<file path="src/verilog/mpmc_app_pkg.sv">
package mpmc_app_pkg;

// ====================
// App port geometry
// ====================

localparam int APP_DATA_W = 128;
localparam int APP_ADDR_W = 28;

// Address bits 3:2 pick a 32-bit lane inside one app word
localparam int LANE_SHIFT = 2;

typedef logic [APP_DATA_W-1:0] app_data_t;
typedef logic [APP_DATA_W/8-1:0] app_mask_t;
typedef logic [APP_ADDR_W-1:0] app_addr_t;
typedef logic [2:0] app_cmd_t;

// Command codes seen by the memory controller
localparam app_cmd_t CMD_WRITE = 3'd0;
localparam app_cmd_t CMD_READ = 3'd1;

// ====================
// Sequencer states
// ====================
typedef enum logic [1:0] {
	IDLE,
	ISSUE,
	WAIT_RD,
	ACK
} seq_state_t;

endpackage

</file>
<file path="src/verilog/mpmc_chan_pkg.sv">
package mpmc_chan_pkg;

// ====================
// Channel geometry
// ====================

// Number of client channels sharing the controller
localparam int NUM_CH = 4;

// Bits needed to name one channel
localparam int CH_IDX_W = 2;

// ====================
// Channel field types
// ====================

// Channel number as carried between arbiter and sequencer
typedef logic [CH_IDX_W-1:0] chan_idx_t;

// Byte address as issued by a client
typedef logic [31:0] byte_addr_t;

// One client data word
typedef logic [31:0] word_t;

// Byte selects, one per byte of word_t
typedef logic [3:0] word_sel_t;

endpackage
</file>
<file path="src/verilog/mpmc_top.sv">
`timescale 1ns/1ps

module mpmc_top
	import mpmc_chan_pkg::*;
	import mpmc_app_pkg::*;
(
	input  logic                    mem_ui_clk,
	input  logic                    mem_ui_rst,
	// Client channels
	input  logic [NUM_CH-1:0]       ch_stb,
	input  logic [NUM_CH-1:0]       ch_we,
	input  byte_addr_t [NUM_CH-1:0] ch_adr,
	input  word_t [NUM_CH-1:0]      ch_dat_w,
	input  word_sel_t [NUM_CH-1:0]  ch_sel,
	output logic [NUM_CH-1:0]       ch_ack,
	output word_t [NUM_CH-1:0]      ch_dat_r,
	// Memory controller app port
	input  logic                    app_rdy,
	output logic                    app_en,
	output app_cmd_t                app_cmd,
	output app_addr_t               app_addr,
	output app_data_t               app_wdf_data,
	output app_mask_t               app_wdf_mask,
	input  logic                    app_wdf_rdy,
	output logic                    app_wdf_wren,
	output logic                    app_wdf_end,
	input  app_data_t               app_rd_data,
	input  logic                    app_rd_data_valid
);

logic req_valid;
chan_idx_t req_ch;
logic req_we;
byte_addr_t req_adr;
word_t req_dat;
word_sel_t req_sel;
logic req_take;
logic ch_done;
chan_idx_t done_ch;

// ====================
// Request side
// ====================
mpmc_arbiter u_arbiter
(
	.mem_ui_clk(mem_ui_clk),
	.mem_ui_rst(mem_ui_rst),
	.ch_stb(ch_stb),
	.ch_we(ch_we),
	.ch_adr(ch_adr),
	.ch_dat_w(ch_dat_w),
	.ch_sel(ch_sel),
	.req_take(req_take),
	.ch_done(ch_done),
	.done_ch(done_ch),
	.req_valid(req_valid),
	.req_ch(req_ch),
	.req_we(req_we),
	.req_adr(req_adr),
	.req_dat(req_dat),
	.req_sel(req_sel)
);

// ====================
// Memory side
// ====================
mpmc_sequencer u_sequencer
(
	.mem_ui_clk(mem_ui_clk),
	.mem_ui_rst(mem_ui_rst),
	.req_valid(req_valid),
	.req_ch(req_ch),
	.req_we(req_we),
	.req_adr(req_adr),
	.req_dat(req_dat),
	.req_sel(req_sel),
	.ch_stb(ch_stb),
	.app_rdy(app_rdy),
	.app_wdf_rdy(app_wdf_rdy),
	.app_rd_data(app_rd_data),
	.app_rd_data_valid(app_rd_data_valid),
	.req_take(req_take),
	.ch_done(ch_done),
	.done_ch(done_ch),
	.ch_ack(ch_ack),
	.ch_dat_r(ch_dat_r),
	.app_en(app_en),
	.app_cmd(app_cmd),
	.app_addr(app_addr),
	.app_wdf_data(app_wdf_data),
	.app_wdf_mask(app_wdf_mask),
	.app_wdf_wren(app_wdf_wren),
	.app_wdf_end(app_wdf_end),
	.state()
);

endmodule

</file>
<file path="src/verilog/mpmc_sequencer.sv">
`timescale 1ns/1ps

module mpmc_sequencer
	import mpmc_chan_pkg::*;
	import mpmc_app_pkg::*;
(
	input  logic               mem_ui_clk,
	input  logic               mem_ui_rst,
	input  logic               req_valid,
	input  chan_idx_t          req_ch,
	input  logic               req_we,
	input  byte_addr_t         req_adr,
	input  word_t              req_dat,
	input  word_sel_t          req_sel,
	input  logic [NUM_CH-1:0]  ch_stb,
	input  logic               app_rdy,
	input  logic               app_wdf_rdy,
	input  app_data_t          app_rd_data,
	input  logic               app_rd_data_valid,
	output logic               req_take,
	output logic               ch_done,
	output chan_idx_t          done_ch,
	output logic [NUM_CH-1:0]  ch_ack,
	output word_t [NUM_CH-1:0] ch_dat_r,
	output logic               app_en,
	output app_cmd_t           app_cmd,
	output app_addr_t          app_addr,
	output app_data_t          app_wdf_data,
	output app_mask_t          app_wdf_mask,
	output logic               app_wdf_wren,
	output logic               app_wdf_end,
	output seq_state_t         state
);

logic cmd_start;
logic wdf_start;
logic cmd_done;
logic wdf_done;
logic got_cmd;
logic got_wdf;
logic cmd_seen;
logic wdf_seen;
seq_state_t state_nxt;
chan_idx_t cur_ch;
logic cur_we;
logic [LANE_SHIFT-1:0] cur_lane;

// ====================
// Transaction start
// ====================
assign req_take = (state == IDLE) && req_valid;
assign cmd_start = req_take;
assign wdf_start = req_take && req_we;

always_ff @(posedge mem_ui_clk)
if (req_take)
begin
	cur_ch <= req_ch;
	cur_we <= req_we;
	cur_lane <= req_adr[LANE_SHIFT+1:2];
end

// Completions may come in either order, or together
assign cmd_seen = got_cmd || cmd_done;
assign wdf_seen = got_wdf || wdf_done;

always_ff @(posedge mem_ui_clk)
if (mem_ui_rst)
begin
	got_cmd <= 1'b0;
	got_wdf <= 1'b0;
end
else if (req_take)
begin
	got_cmd <= 1'b0;
	got_wdf <= 1'b0;
end
else
begin
	if (cmd_done)
		got_cmd <= 1'b1;
	if (wdf_done)
		got_wdf <= 1'b1;
end

// ====================
// State machine
// ====================
always_comb
begin
	state_nxt = state;
	case (state)
	IDLE:
		if (req_valid)
			state_nxt = ISSUE;
	ISSUE:
		if (cur_we && cmd_seen && wdf_seen)
			state_nxt = ACK;
		else if (!cur_we && cmd_done)
			state_nxt = WAIT_RD;
	WAIT_RD:
		if (app_rd_data_valid)
			state_nxt = ACK;
	ACK:
		// Held until the client lets go of its strobe
		if (!ch_stb[cur_ch])
			state_nxt = IDLE;
	default:
		state_nxt = IDLE;
	endcase
end

always_ff @(posedge mem_ui_clk)
if (mem_ui_rst)
	state <= IDLE;
else
	state <= state_nxt;

// Read word pulled out of its lane
always_ff @(posedge mem_ui_clk)
if (state == WAIT_RD && app_rd_data_valid)
	ch_dat_r[cur_ch] <= app_rd_data[cur_lane*$bits(word_t) +: $bits(word_t)];

always_comb
begin
	for (int i = 0; i < NUM_CH; i++)
		ch_ack[i] = (state == ACK) && (cur_ch == chan_idx_t'(i));
end

// Lets the arbiter rearm this channel
assign ch_done = (state == ACK) && !ch_stb[cur_ch];
assign done_ch = cur_ch;

// ====================
// Issue blocks
// ====================
mpmc_cmd_issue u_cmd_issue
(
	.mem_ui_clk(mem_ui_clk),
	.mem_ui_rst(mem_ui_rst),
	.cmd_start(cmd_start),
	.start_we(req_we),
	.start_adr(req_adr),
	.app_rdy(app_rdy),
	.app_en(app_en),
	.app_cmd(app_cmd),
	.app_addr(app_addr),
	.cmd_done(cmd_done)
);

mpmc_wdf_issue u_wdf_issue
(
	.mem_ui_clk(mem_ui_clk),
	.mem_ui_rst(mem_ui_rst),
	.wdf_start(wdf_start),
	.start_adr(req_adr),
	.start_dat(req_dat),
	.start_sel(req_sel),
	.app_wdf_rdy(app_wdf_rdy),
	.app_wdf_data(app_wdf_data),
	.app_wdf_mask(app_wdf_mask),
	.app_wdf_wren(app_wdf_wren),
	.app_wdf_end(app_wdf_end),
	.wdf_done(wdf_done)
);

endmodule

</file>
<file path="src/verilog/mpmc_wdf_issue.sv">
`timescale 1ns/1ps

module mpmc_wdf_issue
	import mpmc_chan_pkg::*;
	import mpmc_app_pkg::*;
(
	input  logic       mem_ui_clk,
	input  logic       mem_ui_rst,
	input  logic       wdf_start,
	input  byte_addr_t start_adr,
	input  word_t      start_dat,
	input  word_sel_t  start_sel,
	input  logic       app_wdf_rdy,
	output app_data_t  app_wdf_data,
	output app_mask_t  app_wdf_mask,
	output logic       app_wdf_wren,
	output logic       app_wdf_end,
	output logic       wdf_done
);

logic [LANE_SHIFT-1:0] lane;

assign lane = start_adr[LANE_SHIFT+1:2];

// Single strip per write so end tracks wren
assign app_wdf_end = app_wdf_wren;
assign wdf_done = app_wdf_wren && app_wdf_rdy;

always_ff @(posedge mem_ui_clk)
if (mem_ui_rst)
	app_wdf_wren <= 1'b0;
else
begin
	if (wdf_start)
		app_wdf_wren <= 1'b1;
	else if (wdf_done)
		app_wdf_wren <= 1'b0;
end

// ====================
// Lane placement
// ====================

// Mask bit set means byte not written, so only the selected
// bytes of the addressed lane are left clear
always_ff @(posedge mem_ui_clk)
if (wdf_start)
begin
	for (int l = 0; l < APP_DATA_W/$bits(word_t); l++)
	begin
		if (lane == l)
		begin
			app_wdf_data[l*$bits(word_t) +: $bits(word_t)] <= start_dat;
			app_wdf_mask[l*$bits(word_sel_t) +: $bits(word_sel_t)] <= ~start_sel;
		end
		else
		begin
			// Unused lanes forced to ones
			app_wdf_data[l*$bits(word_t) +: $bits(word_t)] <= '1;
			app_wdf_mask[l*$bits(word_sel_t) +: $bits(word_sel_t)] <= '1;
		end
	end
end

endmodule

</file>
<file path="src/verilog/mpmc_cmd_issue.sv">
`timescale 1ns/1ps

module mpmc_cmd_issue
	import mpmc_chan_pkg::*;
	import mpmc_app_pkg::*;
(
	input  logic       mem_ui_clk,
	input  logic       mem_ui_rst,
	input  logic       cmd_start,
	input  logic       start_we,
	input  byte_addr_t start_adr,
	input  logic       app_rdy,
	output logic       app_en,
	output app_cmd_t   app_cmd,
	output app_addr_t  app_addr,
	output logic       cmd_done
);

// Command is accepted on any cycle with app_en and app_rdy both high
assign cmd_done = app_en && app_rdy;

always_ff @(posedge mem_ui_clk)
if (mem_ui_rst)
	app_en <= 1'b0;
else
begin
	if (cmd_start)
		app_en <= 1'b1;
	else if (cmd_done)
		app_en <= 1'b0;
end

// Command and address are held until accepted
always_ff @(posedge mem_ui_clk)
if (cmd_start)
begin
	app_cmd <= start_we ? CMD_WRITE : CMD_READ;
	// Aligned to a whole app word, lane and byte bits cleared
	app_addr <= {start_adr[APP_ADDR_W-1:LANE_SHIFT+2], {(LANE_SHIFT+2){1'b0}}};
end

endmodule

</file>
<file path="src/verilog/mpmc_arbiter.sv">
`timescale 1ns/1ps

module mpmc_arbiter
	import mpmc_chan_pkg::*;
(
	input  logic                    mem_ui_clk,
	input  logic                    mem_ui_rst,
	input  logic [NUM_CH-1:0]       ch_stb,
	input  logic [NUM_CH-1:0]       ch_we,
	input  byte_addr_t [NUM_CH-1:0] ch_adr,
	input  word_t [NUM_CH-1:0]      ch_dat_w,
	input  word_sel_t [NUM_CH-1:0]  ch_sel,
	input  logic                    req_take,
	input  logic                    ch_done,
	input  chan_idx_t               done_ch,
	output logic                    req_valid,
	output chan_idx_t               req_ch,
	output logic                    req_we,
	output byte_addr_t              req_adr,
	output word_t                   req_dat,
	output word_sel_t               req_sel
);

logic [NUM_CH-1:0] stb_q;
logic [NUM_CH-1:0] armed;
logic [NUM_CH-1:0] stb_rise;
logic [NUM_CH-1:0] pending;
chan_idx_t last_ch;
chan_idx_t pick;
logic found;
logic grant;

// ====================
// Strobe edge detect
// ====================

// A channel is disarmed once its edge is taken and rearmed when its transaction ends
assign stb_rise = ch_stb & ~stb_q & armed;

always_ff @(posedge mem_ui_clk)
if (mem_ui_rst)
begin
	stb_q <= '0;
	armed <= '1;
	pending <= '0;
end
else
begin
	stb_q <= ch_stb;
	for (int i = 0; i < NUM_CH; i++)
	begin
		if (stb_rise[i])
			armed[i] <= 1'b0;
		else if (ch_done && done_ch == chan_idx_t'(i))
			armed[i] <= 1'b1;
		if (stb_rise[i])
			pending[i] <= 1'b1;
		else if (grant && pick == chan_idx_t'(i))
			pending[i] <= 1'b0;
	end
end

// ====================
// Round-robin pick
// ====================

// Search starts one past the last winner and wraps
always_comb
begin
	chan_idx_t idx;
	found = 1'b0;
	pick = last_ch;
	for (int k = 1; k <= NUM_CH; k++)
	begin
		idx = last_ch + chan_idx_t'(k);
		if (!found && pending[idx])
		begin
			found = 1'b1;
			pick = idx;
		end
	end
end

// Only one request is held at a time
assign grant = !req_valid && found;

always_ff @(posedge mem_ui_clk)
if (mem_ui_rst)
begin
	req_valid <= 1'b0;
	last_ch <= '0;
end
else if (grant)
begin
	req_valid <= 1'b1;
	last_ch <= pick;
end
else if (req_take)
	req_valid <= 1'b0;

// Winner fields, stable while req_valid is high
always_ff @(posedge mem_ui_clk)
if (grant)
begin
	req_we <= ch_we[pick];
	req_adr <= ch_adr[pick];
	req_dat <= ch_dat_w[pick];
	req_sel <= ch_sel[pick];
end

assign req_ch = last_ch;

endmodule

</file>
<file path="config.mk">
export PLATFORM = sky130hd
export DESIGN_NAME = mpmc_top
export DESIGN_NICKNAME = d
export VERILOG_FILES = /design/src/verilog/mpmc_app_pkg.sv /design/src/verilog/mpmc_chan_pkg.sv /design/src/verilog/mpmc_top.sv /design/src/verilog/mpmc_sequencer.sv /design/src/verilog/mpmc_wdf_issue.sv /design/src/verilog/mpmc_cmd_issue.sv /design/src/verilog/mpmc_arbiter.sv
export SDC_FILE = /design/constraint.sdc
export NUM_CORES = 1
export LEC_CHECK = 0
export ABC_CLOCK_PERIOD_IN_PS = 4300
export BUFFER_PORTS_ARGS = -buffer_cell sky130_fd_sc_hd__buf_2
export CORE_AREA = 2 2 284 286
export DETAILED_ROUTE_END_ITERATION = 8
export DIE_AREA = 0 0 286 288
export GPL_TIMING_DRIVEN = 0
export PLACE_DENSITY = 0.41
export SETUP_SLACK_MARGIN = 0.2
export SYNTH_ARGS = -nofsm -noshare
export SYNTH_HDL_FRONTEND = slang
export SYNTH_SLANG_ARGS = --single-unit
</file>
<file path="constraint.sdc">
create_clock -name mem_ui_clk -period 4.3 [get_ports mem_ui_clk]
set_clock_uncertainty 0.05 [all_clocks]
set_input_delay 0.86 -clock mem_ui_clk [delete_from_list [all_inputs] [get_ports mem_ui_clk]]
set_output_delay 0.86 -clock mem_ui_clk [all_outputs]
set_load 0.005 [all_outputs]
</file>
==> reports/results.ini, run 1 <==
[timing]
setup_ws_ns=1.39
setup_viol=0
min_period_over_period=0.676
fmax_mhz=344
slew_violations=0
rsz0062_at_grt=no
period_minus_slack_ns=2.91
slew_headroom=0.308
final_hold_viol_count=0
worst_slew_pin_slew_ns=1.04
fin_setup_tns_ns=0

[logic_synthesis]
async_flop_share=0
synthFlopType=edfxtp_1
postSynthCellCount=780
syn_avg_cell_area_um2=19.6
synth-seq-area-share=0.743
syn_area_um2=15300
synth-seq-cells=386
synth_warnings=0
synth_edf_count=365
synth_cell_types=40

[critical_path]
rr_startpoint=u_arbiter.req_ch[0]$_SDFFE_PP0P_
slowest_stage=o21ai_0
path_cells=nand2b_1, o21ai_0, o21ai_0, buf_2, buf_2, mux4_2
slowest_delay_ns=0.58
cp_max_fo=11
setup.worst_path.start=u_arbiter.req_ch[0]$_SDFFE_PP0P_
crit_family=buffers and inverters
cp.required_ns=4.54
path_class=register to register
cp.depth=6
crit_arrival_ns=3.15
critPathCaptureType=register
start_kind=register
cp_num_buf_inv=2
r2r_cells=6

[placement]
pre_cts_slack_ns=1.13
placed_cells=2548
dp_hpwl_mm=43.9
port_buffers=692
routabilityCongestion=0.858

[global_route]
grt_antenna_before_repair=17
grt_pass1_wl_mm=76.4
grt_max_degree=63
first_global_vias=10700
grt_usage=0.129
grt_overflow_total=0

[clock_network]
clk_pin_slew_ns=0.07
root_buffer=clkbuf_16
cts_buffers=44
clock-sinks=386
cts_tree=built
cts_setup_buffers=0
insertion_delay_ns=0.58
holdBufCountCts=0
cts_resized=0
htree_levels=2
cts_buffer_depth=3

[floorplan]
die_w_um=286
initial_core_util=0.192
core_um2=79600
dieArea_um2=82400
rows=104
die_h_um=288
ioPinCount=723

[min_path]
hp-class=register to register
worstHoldPathCells=0
hold_start=u_arbiter.req_adr[6]$_DFFE_PP_

[detailed_routing]
wirelength_mm=55.5
drc=0
drt_pre_antenna_iters=4
antenna_left=0
vias=10200
first_iter_violations=524
vias_per_cell=3.89
wire_per_inst_um=21.1

[power_and_ir_drop]
p_total_mw=12.4
pwr_density_cell_nw_per_um2=566
vdd_drop_max_mv=0.255
leakagePower_nw=8.19

[final_layout]
final_core_util=0.274
drive_above_1_share=0.592
syn2layout_area_growth_pct=42.7
final_nets=1952
stdcell_count=2634
fillers=8204

[run_status]
status=complete, no violations

[job]
drv_cap=0

==> registers in the layout, indices dropped and copies added, names as in the netlist, 16 cells and up <==
name	count
u_sequencer.u_wdf_issue.app_wdf_mask	16
u_arbiter.req_adr	26
u_arbiter.req_dat	32
u_sequencer.ch_dat_r	128
u_sequencer.u_cmd_issue.app_addr	24
u_sequencer.u_wdf_issue.app_wdf_data	128
==> worst paths after layout <==
path | endpoint | slack, ns
max reg2reg | u_arbiter.req_dat[25]$_DFFE_PP_ | 1.39
min | u_sequencer.u_cmd_issue.app_addr[6]$_DFFE_PP_ | 0.35
max | u_arbiter.req_dat[25]$_DFFE_PP_ | 1.39
min reg2reg | u_sequencer.u_cmd_issue.app_addr[6]$_DFFE_PP_ | 0.35
==> layout make-up <==
| cell class | instances | area [um^2] | share of cell area |
|---|---|---|---|
| diodes | 6 | 15.0 | 0.000687 |
| inverters | 14 | 55.1 | 0.00252 |
| clock buffers | 57 | 1220 | 0.0559 |
| multi-input cells | 338 | 3650 | 0.167 |
| plain buffers | 47 | 283 | 0.0129 |
| well taps | 1060 | 1330 | 0.0607 |
| repair buffers | 703 | 3650 | 0.167 |
| flip-flops and latches | 386 | 11400 | 0.521 |
| clock inverters | 23 | 273 | 0.0125 |
==> layer usage <==
metal / vias up / share of wire / track usage
li1: 4615 / - / -
met1: 5080 / 0.38 / 0.147
met2: 448 / 0.51 / 0.227
met3: 84 / 0.082 / 0.0403
met4: 12 / 0.026 / 0.0425
met5: - / 0.0015 / 0
==> synth_stat cells (7+ instances only) <==
cell type | count | area share
or3_1 | 32 | 0.013
mux4_2 | 93 | 0.14
buf_2 | 8 | 0.0026
nand2_1 | 19 | 0.0047
clkbuf_1 | 24 | 0.0059
nand2b_1 | 67 | 0.027
dfxtp_1 | 21 | 0.027
or2_2 | 34 | 0.014
a21oi_1 | 8 | 0.0026
nand3_1 | 7 | 0.0023
nor2_1 | 19 | 0.0047
edfxtp_1 | 365 | 0.72
inv_1 | 14 | 0.0034
buf_4 | 8 | 0.0039
==> per-stage QoR <==
step | hold WS [ns] | area (um^2)
final | 0.354 | 21900
after CTS | 0.366 | 21800
after global routing | 0.368 | 21800
after floorplan | 0.350 | 15300
after detailed placement | 0.355 | 20300
after global placement | 0.350 | 20100
==> power breakdown <==
part / leakage, nW / internal (mW) / switching (mW)
Combinational: 4.04 / 1.31 / 1.71
Clock: 0.739 / 2.36 / 1.53
Sequential: 3.41 / 5.16 / 0.296
Total: 8.19 / 8.84 / 3.53
==> worst register-to-register path, delay by kind of cell (launching register included) <==
family | cells | cell delay, ns
muxes | 1 | 0.40
and+or+nand+nor | 1 | 0.16
buffers and inverters | 2 | 0.94
DFF | 1 | 0.43
AOI/OAI and AO/OA | 2 | 0.68
==> kinds of logic (layout without fill, tap and decap cells) <==
family	Yosys count	count (layout)	share of synthesized area
AND/OR/NAND/NOR	198	198	0.0742
AO/OA/AOI/OAI	30	30	0.0140
multiplexers	99	99	0.143
buffers and inverters	61	844	0.0219
flip-flops	386	386	0.743
other	1	12	0.000245
adder cells (fa/ha/maj)	5	5	0.00408
==> layout by cell type (no fill, tap or decap), drive strengths merged <==
cell / instances
a211oi: 3
a21o: 1
a21oi: 8
a221o: 1
a221oi: 2
a22oi: 1
a31o: 2
and2: 4
and3: 3
buf: 726
bufinv: 6
clkbuf: 81
clkinv: 16
conb: 6
dfxtp: 21
diode: 6
edfxtp: 365
ha: 5
inv: 15
mux2i: 4
mux4: 95
nand2: 19
nand2b: 67
nand3: 7
nand3b: 2
nor2: 19
nor2b: 4
nor3: 4
nor4: 1
nor4b: 2
o21a: 1
o21ai: 4
o22ai: 5
o31ai: 2
or2: 34
or3: 32
Power figures use the tool's default switching activity.
==> run 2: changes to the inputs <==
--- a/config.mk
+++ b/config.mk
@@ -5,13 +5,13 @@
 export SDC_FILE = /design/constraint.sdc
 export NUM_CORES = 1
 export LEC_CHECK = 0
-export ABC_CLOCK_PERIOD_IN_PS = 4300
+export ABC_CLOCK_PERIOD_IN_PS = 2850
 export BUFFER_PORTS_ARGS = -buffer_cell sky130_fd_sc_hd__buf_2
-export CORE_AREA = 2 2 284 286
+export CORE_AREA = 2 2 285 287
 export DETAILED_ROUTE_END_ITERATION = 8
-export DIE_AREA = 0 0 286 288
+export DIE_AREA = 0 0 287 289
 export GPL_TIMING_DRIVEN = 0
-export PLACE_DENSITY = 0.41
+export PLACE_DENSITY = 0.4
 export SETUP_SLACK_MARGIN = 0.2
 export SYNTH_ARGS = -nofsm -noshare
 export SYNTH_HDL_FRONTEND = slang
==> constraint.sdc (replaced) <==
create_clock -name mem_ui_clk -period 2.85 [get_ports mem_ui_clk]
set_clock_uncertainty 0.05 [all_clocks]
set_input_delay 0.57 -clock mem_ui_clk [delete_from_list [all_inputs] [get_ports mem_ui_clk]]
set_output_delay 0.57 -clock mem_ui_clk [all_outputs]
set_load 0.005 [all_outputs]
==> run 2 against run 1 <==
  * Clock power rose by 55%
  * Final area rose by 0.39%
  * Global-route usage fell by 0.28 points
  * Worst hold slack got worse by 0.13 ns
  * Sequential power rose by 50%
  * Sequential cell count did not move
  * Critical path type is now register to output port
  * Largest power group unchanged
==> reports/results.ini, run 2 (same netlist as run 1, synthesis figures left out) <==
[clock_network]
clock-sinks=386  ; unchanged
cts_buffer_depth=3  ; unchanged
insertion_delay_ns=0.58  ; about the same
root_buffer=clkbuf_16
clk_pin_slew_ns=0.07  ; about the same
cts_tree=built
htree_levels=2  ; unchanged
cts_buffers=46  ; +4.5%
holdBufCountCts=0  ; unchanged

[global_route]
grt_antenna_before_repair=14  ; -3
grt_pass1_wl_mm=75.2  ; -1.5%
first_global_vias=10800  ; +1.1%
grt_usage=0.126  ; -0.00282
grt_max_degree=70  ; +11%
grt_overflow_total=0  ; unchanged
use_met2=0.221  ; -0.00622
met1_usage=0.148  ; +0.000603
grt.busiest_layer=met2
global_route.usage.met3=0.0357  ; -0.00466

[floorplan]
core_um2=79900  ; +0.33%
die_h_um=289  ; +0.35%
dieArea_um2=82900  ; +0.70%
ioPinCount=723  ; unchanged
rows=104  ; unchanged
initial_core_util=0.192  ; -0.000627
die_w_um=287  ; +0.35%

[power_and_ir_drop]
pwr-share-seq=0.434  ; -0.007
internal-power_mw=13.4  ; +52%
swShare=0.288  ; +0.00244
power_frac_comb=0.246  ; +0.002
p_switching_mw=5.44  ; +54%
clockPowerShare=0.319  ; +0.005
pwr_density_cell_nw_per_um2=861  ; +52%
vdd_drop_max_mv=0.436  ; +71%
leakagePower_nw=8.23  ; +0.49%

[critical_path]
slowest_delay_ns=0.38  ; -0.20 ns
cp.required_ns=2.23  ; -2.31 ns
path_class=register to output port
start_kind=register
path_cells=clkbuf_1, and3_1, buf_2
cp_num_buf_inv=2  ; unchanged
crit_family=buffers and inverters
cp_max_fo=10  ; -1
crit_arrival_ns=1.79  ; -1.36 ns
slowest_stage=clkbuf_1
critPathCaptureType=output port

[timing]
min_period_over_period=0.845
slew_violations=0  ; unchanged
final_hold_viol_count=0  ; unchanged
fmax_mhz=415
period_minus_slack_ns=2.41
slew_headroom=0.366  ; +0.0574
worst_slew_pin_slew_ns=0.949  ; -0.0859 ns
rsz0062_at_grt=no
setup_viol=0  ; unchanged

[placement]
postPlaceCellArea_um2=20400  ; +0.20%
placed_cells=2551  ; +0.12%
port_buffers=692  ; unchanged
routabilityCongestion=0.827  ; -3.6%
dp_hpwl_mm=43.0  ; -2.1%

[final_layout]
fillers=8306  ; +1.2%
final_nets=1958  ; +0.31%
final_cell_mix=699 x buf_2, 365 x edfxtp_1, 93 x mux4_2, 67 x nand2b_1, 47 x clkbuf_16
reg_top3=u_sequencer.ch_dat_r x128, u_sequencer.u_wdf_issue.app_wdf_data x128, u_arbiter.req_dat x32
design_area_um2=21900  ; +0.39%
stdcell_count=2637  ; +0.11%
syn2layout_area_growth_pct=43.2
final_core_util=0.275  ; about the same
drive_above_1_share=0.595  ; +0.00334
final_common_cell=buf_2

[detailed_routing]
drt_pre_antenna_iters=4  ; unchanged
vias_per_cell=3.91  ; +0.49%
first_iter_violations=522  ; -0.38%
antenna_left=0  ; unchanged
wirelength_mm=55.3  ; -0.48%
drc=0  ; unchanged
wire_per_inst_um=21.0  ; -0.59%
vias=10300  ; +0.61%

[job]
drv_cap=0  ; unchanged

[min_path]
hp-class=primary input to register

[run_status]
status=complete, no violations

[run 2: final timing paths]
kind / startpoint / end / slack (ns) / cells past startpoint
worst max-delay path: u_sequencer.done_ch[0]$_DFFE_PP_ / ch_ack[3] / 0.44 / 3
worst min-delay path: mem_ui_rst / u_arbiter.req_ch[0]$_SDFFE_PP0P_ / 0.22 / 2
worst max register to register: u_arbiter.req_ch[0]$_SDFFE_PP0P_ / u_arbiter.req_adr[2]$_DFFE_PP_ / 0.44 / 6
worst min register to register: u_arbiter.req_adr[15]$_DFFE_PP_ / u_sequencer.u_cmd_issue.app_addr[15]$_DFFE_PP_ / 0.35 / 0
[run 2: per-layer routing]
metal,vias up,routed length [um]
met3,88,4070
met2,439,28100
met5,-,32
met4,6,1630
met1,5155,21400
li1,4613,-
[run 2: worst register-to-register path: stages (launching register included)]
cell	delay [ns]
dfxtp_2	0.39
nor2b_1	0.07
a21o_1	0.18
a221oi_4	0.35
buf_4	0.21
buf_6	0.21
mux4_2	0.63
[run 2: power by group through the flow]
stage | logic (mW) | registers, mW | clock network, mW
floorplan | 2.55 | 8.26 | 0
global placement | 4.65 | 8.38 | 0
detailed placement | 4.82 | 8.33 | 0
CTS | 4.84 | 8.23 | 6.28
global route | 5.10 | 8.32 | 6.45
finish | 4.65 | 8.21 | 6.03
[run 2: what timing repair did]
item	4_1_cts	5_1_grt
pin swaps	1	0
endpoints found under the setup margin	61	3
setup buffers	1	0
gates resized for setup	4	1
[run 2: cell type report]
class	count	area, um^2	area share
Buffer	47	287	0.0131
Inverter	14	56.3	0.00257
Multi-Input combinational cell	338	3660	0.167
Sequential cell	386	11400	0.519
Clock buffer	53	1200	0.0546
Tap cell	1060	1330	0.0604
Timing Repair Buffer	707	3690	0.168
Clock inverter	31	339	0.0155
Antenna cell	1	2.50	0.000114
[run 2: through the flow]
| step | TNS [ns] | hold slack, ns | power, mW | setup slack, ns |
|---|---|---|---|---|
| 2_1_floorplan | -34.50 | 0.350 | 10.8 | -0.539 |
| 3_3_place_gp | -325.25 | 0.350 | 13.0 | -3.03 |
| 3_5_place_dp | -8.23 | 0.355 | 13.2 | -0.364 |
| 4_1_cts | 0 | 0.170 | 19.4 | 0.262 |
| 5_1_grt | 0 | 0.203 | 19.9 | 0.270 |
| 6_report | 0 | 0.224 | 18.9 | 0.443 |
==> run 3: changes to the inputs <==
--- a/config.mk
+++ b/config.mk
@@ -5,7 +5,7 @@
 export SDC_FILE = /design/constraint.sdc
 export NUM_CORES = 1
 export LEC_CHECK = 0
-export ABC_CLOCK_PERIOD_IN_PS = 2850
+export ABC_CLOCK_PERIOD_IN_PS = 2300
 export BUFFER_PORTS_ARGS = -buffer_cell sky130_fd_sc_hd__buf_2
 export CORE_AREA = 2 2 285 287
 export DETAILED_ROUTE_END_ITERATION = 8
==> constraint.sdc (replaced) <==
create_clock -name mem_ui_clk -period 2.3 [get_ports mem_ui_clk]
set_clock_uncertainty 0.05 [all_clocks]
set_input_delay 0.46 -clock mem_ui_clk [delete_from_list [all_inputs] [get_ports mem_ui_clk]]
set_output_delay 0.46 -clock mem_ui_clk [all_outputs]
set_load 0.005 [all_outputs]
==> run 3 against run 2 <==
  * Combinational power up 46%
  * Sequential power up 24%
  * Core utilization up 0.85 points
  * Final area up 3.1%
==> reports/results.ini, run 3 (same netlist as run 1, synthesis figures left out) <==
[run_status]
status=complete, no violations

[power_and_ir_drop]
leakagePower_nw=8.52  ; +3.5%
p_total_mw=24.2  ; +28%
pwr_density_cell_nw_per_um2=1070  ; +24%
vdd_drop_max_mv=0.532  ; +22%

[critical_path]
crit_family=multiplexers
cp_max_fo=9  ; -1
slowest_stage=mux4_2
cp_num_buf_inv=3  ; +1
cp.required_ns=2.56  ; +0.33 ns
critPathMostFrequentCell=buf_12
start_kind=register
path_cells=nor2b_4, a21o_1, a221oi_4, buf_6, buf_12, buf_12, mux4_2
crit_arrival_ns=2.51  ; +0.72 ns
critPathCaptureType=register
path_class=register to register
slowest_delay_ns=0.57  ; +0.19 ns

[job]
drv_cap=0  ; unchanged

[placement]
dp_hpwl_mm=44.4  ; +3.3%
placed_cells=2546  ; -0.20%
routabilityCongestion=0.889  ; +7.5%
port_buffers=692  ; unchanged
postPlaceCellArea_um2=20400  ; +0.18%

[final_layout]
syn2layout_area_growth_pct=47.7
drive_above_1_share=0.626  ; +0.0309
multiInputGateArea_um2=3800  ; +3.8%
final_nets=1995  ; +1.9%
reg_top3=u_sequencer.ch_dat_r x128, u_sequencer.u_wdf_issue.app_wdf_data x128, u_arbiter.req_dat x32
stdcell_count=2673  ; +1.4%
final_cell_mix=691 x buf_2, 365 x edfxtp_1, 95 x mux4_2, 66 x nand2b_1, 49 x clkbuf_16
design_area_um2=22600  ; +3.1%
seqCellArea_um2=11400  ; +0.16%
fillers=8297  ; -0.11%
final_common_cell=buf_2

[detailed_routing]
wire_per_inst_um=22.2  ; +6.0%
drc=0  ; unchanged
drt_pre_antenna_iters=5  ; +1
antenna_left=0  ; unchanged
vias_per_cell=3.93  ; +0.73%
vias=10500  ; +2.1%
first_iter_violations=492  ; -5.7%
wirelength_mm=59.4  ; +7.5%

[timing]
rsz0062_at_grt=yes
slew_violations=0  ; unchanged
setup_viol=0  ; unchanged
worst_slew_pin_slew_ns=0.639  ; -0.310 ns
final_hold_viol_count=0  ; unchanged
slew_headroom=0.574  ; +0.208
period_minus_slack_ns=2.26
min_period_over_period=0.982
fmax_mhz=443

[global_route]
grt_antenna_before_repair=6  ; -8
grt_overflow_total=0  ; unchanged
grt_usage=0.134  ; +0.00823
first_global_vias=11000  ; +1.5%
grt_max_degree=62  ; -11%
grt_pass1_wl_mm=79.9  ; +6.2%

[floorplan]
core_um2=79900  ; unchanged
rows=104  ; unchanged
dieArea_um2=82900  ; unchanged
initial_core_util=0.192  ; unchanged
die_h_um=289  ; unchanged
die_w_um=287  ; unchanged
ioPinCount=723  ; unchanged

[clock_network]
htree_levels=2  ; unchanged
clk_pin_slew_ns=0.06  ; about the same
cts_buffer_depth=3  ; unchanged
insertion_delay_ns=0.58  ; about the same
cts_tree=built
cts_buffers=47  ; +2.2%
clock-sinks=386  ; unchanged
root_buffer=clkbuf_16

[min_path]
hp-class=primary input to register

[run 3: worst register-to-register path, cell delays in order (launching register included)]
cell and delay, ns:
dfxtp_4 0.35, nor2b_4 0.12, a21o_1 0.17, a221oi_4 0.22
buf_6 0.17, buf_12 0.18, buf_12 0.14, mux4_2 0.58
[run 3: layout make-up]
| type | instances | area share |
|---|---|---|
| Sequential cell | 386 | 0.504 |
| Clock buffer | 62 | 0.0554 |
| Clock inverter | 20 | 0.00968 |
| Antenna cell | 3 | 0.000332 |
| Buffer | 47 | 0.0168 |
| Multi-Input combinational cell | 341 | 0.168 |
| Inverter | 14 | 0.00265 |
| Tap cell | 1060 | 0.0586 |
| Timing Repair Buffer | 740 | 0.185 |
[run 3: layer usage]
layer	track usage	up-vias	routed length, um
met5	0	-	27
met4	0.0361	4	1200
li1	-	4694	-
met3	0.0374	77	4480
met2	0.238	392	30900
met1	0.159	5351	22700
[run 3: stage by stage]
step / setup TNS [ns] / hold WS, ns / setup WS [ns] / utilization
6_report: 0 / 0.111 / 0.0424 / 0.283
5_1_grt: -0.0495 / 0.0773 / -0.0192 / 0.283
4_1_cts: 0 / 0.0528 / 0.0298 / 0.281
3_5_place_dp: -83.94 / 0.355 / -0.962 / 0.256
3_3_place_gp: -307.01 / 0.350 / -1.47 / 0.253
2_1_floorplan: -6.29 / 0.350 / -0.0983 / -
[run 3: worst paths after layout]
kind,slack (ns),to,start,depth (start not counted)
worst min-delay path,0.11,u_arbiter.stb_q[1]$_SDFF_PP0_,ch_stb[1],3
worst max-delay path,0.04,u_arbiter.req_dat[1]$_DFFE_PP_,u_arbiter.pending[3]$_SDFFE_PP0P_,7
worst min register to register,0.37,u_sequencer.u_cmd_issue.app_addr[18]$_DFFE_PP_,u_arbiter.req_adr[18]$_DFFE_PP_,0
worst max register to register,0.04,u_arbiter.req_dat[1]$_DFFE_PP_,u_arbiter.pending[3]$_SDFFE_PP0P_,7
[run 3: what timing repair did]
action / CTS / global route
endpoints found under the hold margin: 0 / 0
cloned: 6 / 2
setup endpoints to repair: 359 / 173
resized for setup: 66 / 28
buffers inserted: 30 / 4
hold buffers: 0 / 0
pin swaps: 8 / 4
[run 3: power breakdown]
group	leakage [nW]	total [mW]	switching, mW	internal (mW)
Clock	0.708	7.22	3.03	4.18
Sequential	3.41	10.2	0.548	9.66
Combinational	4.40	6.78	3.61	3.17
Total	8.52	24.2	7.19	17.0
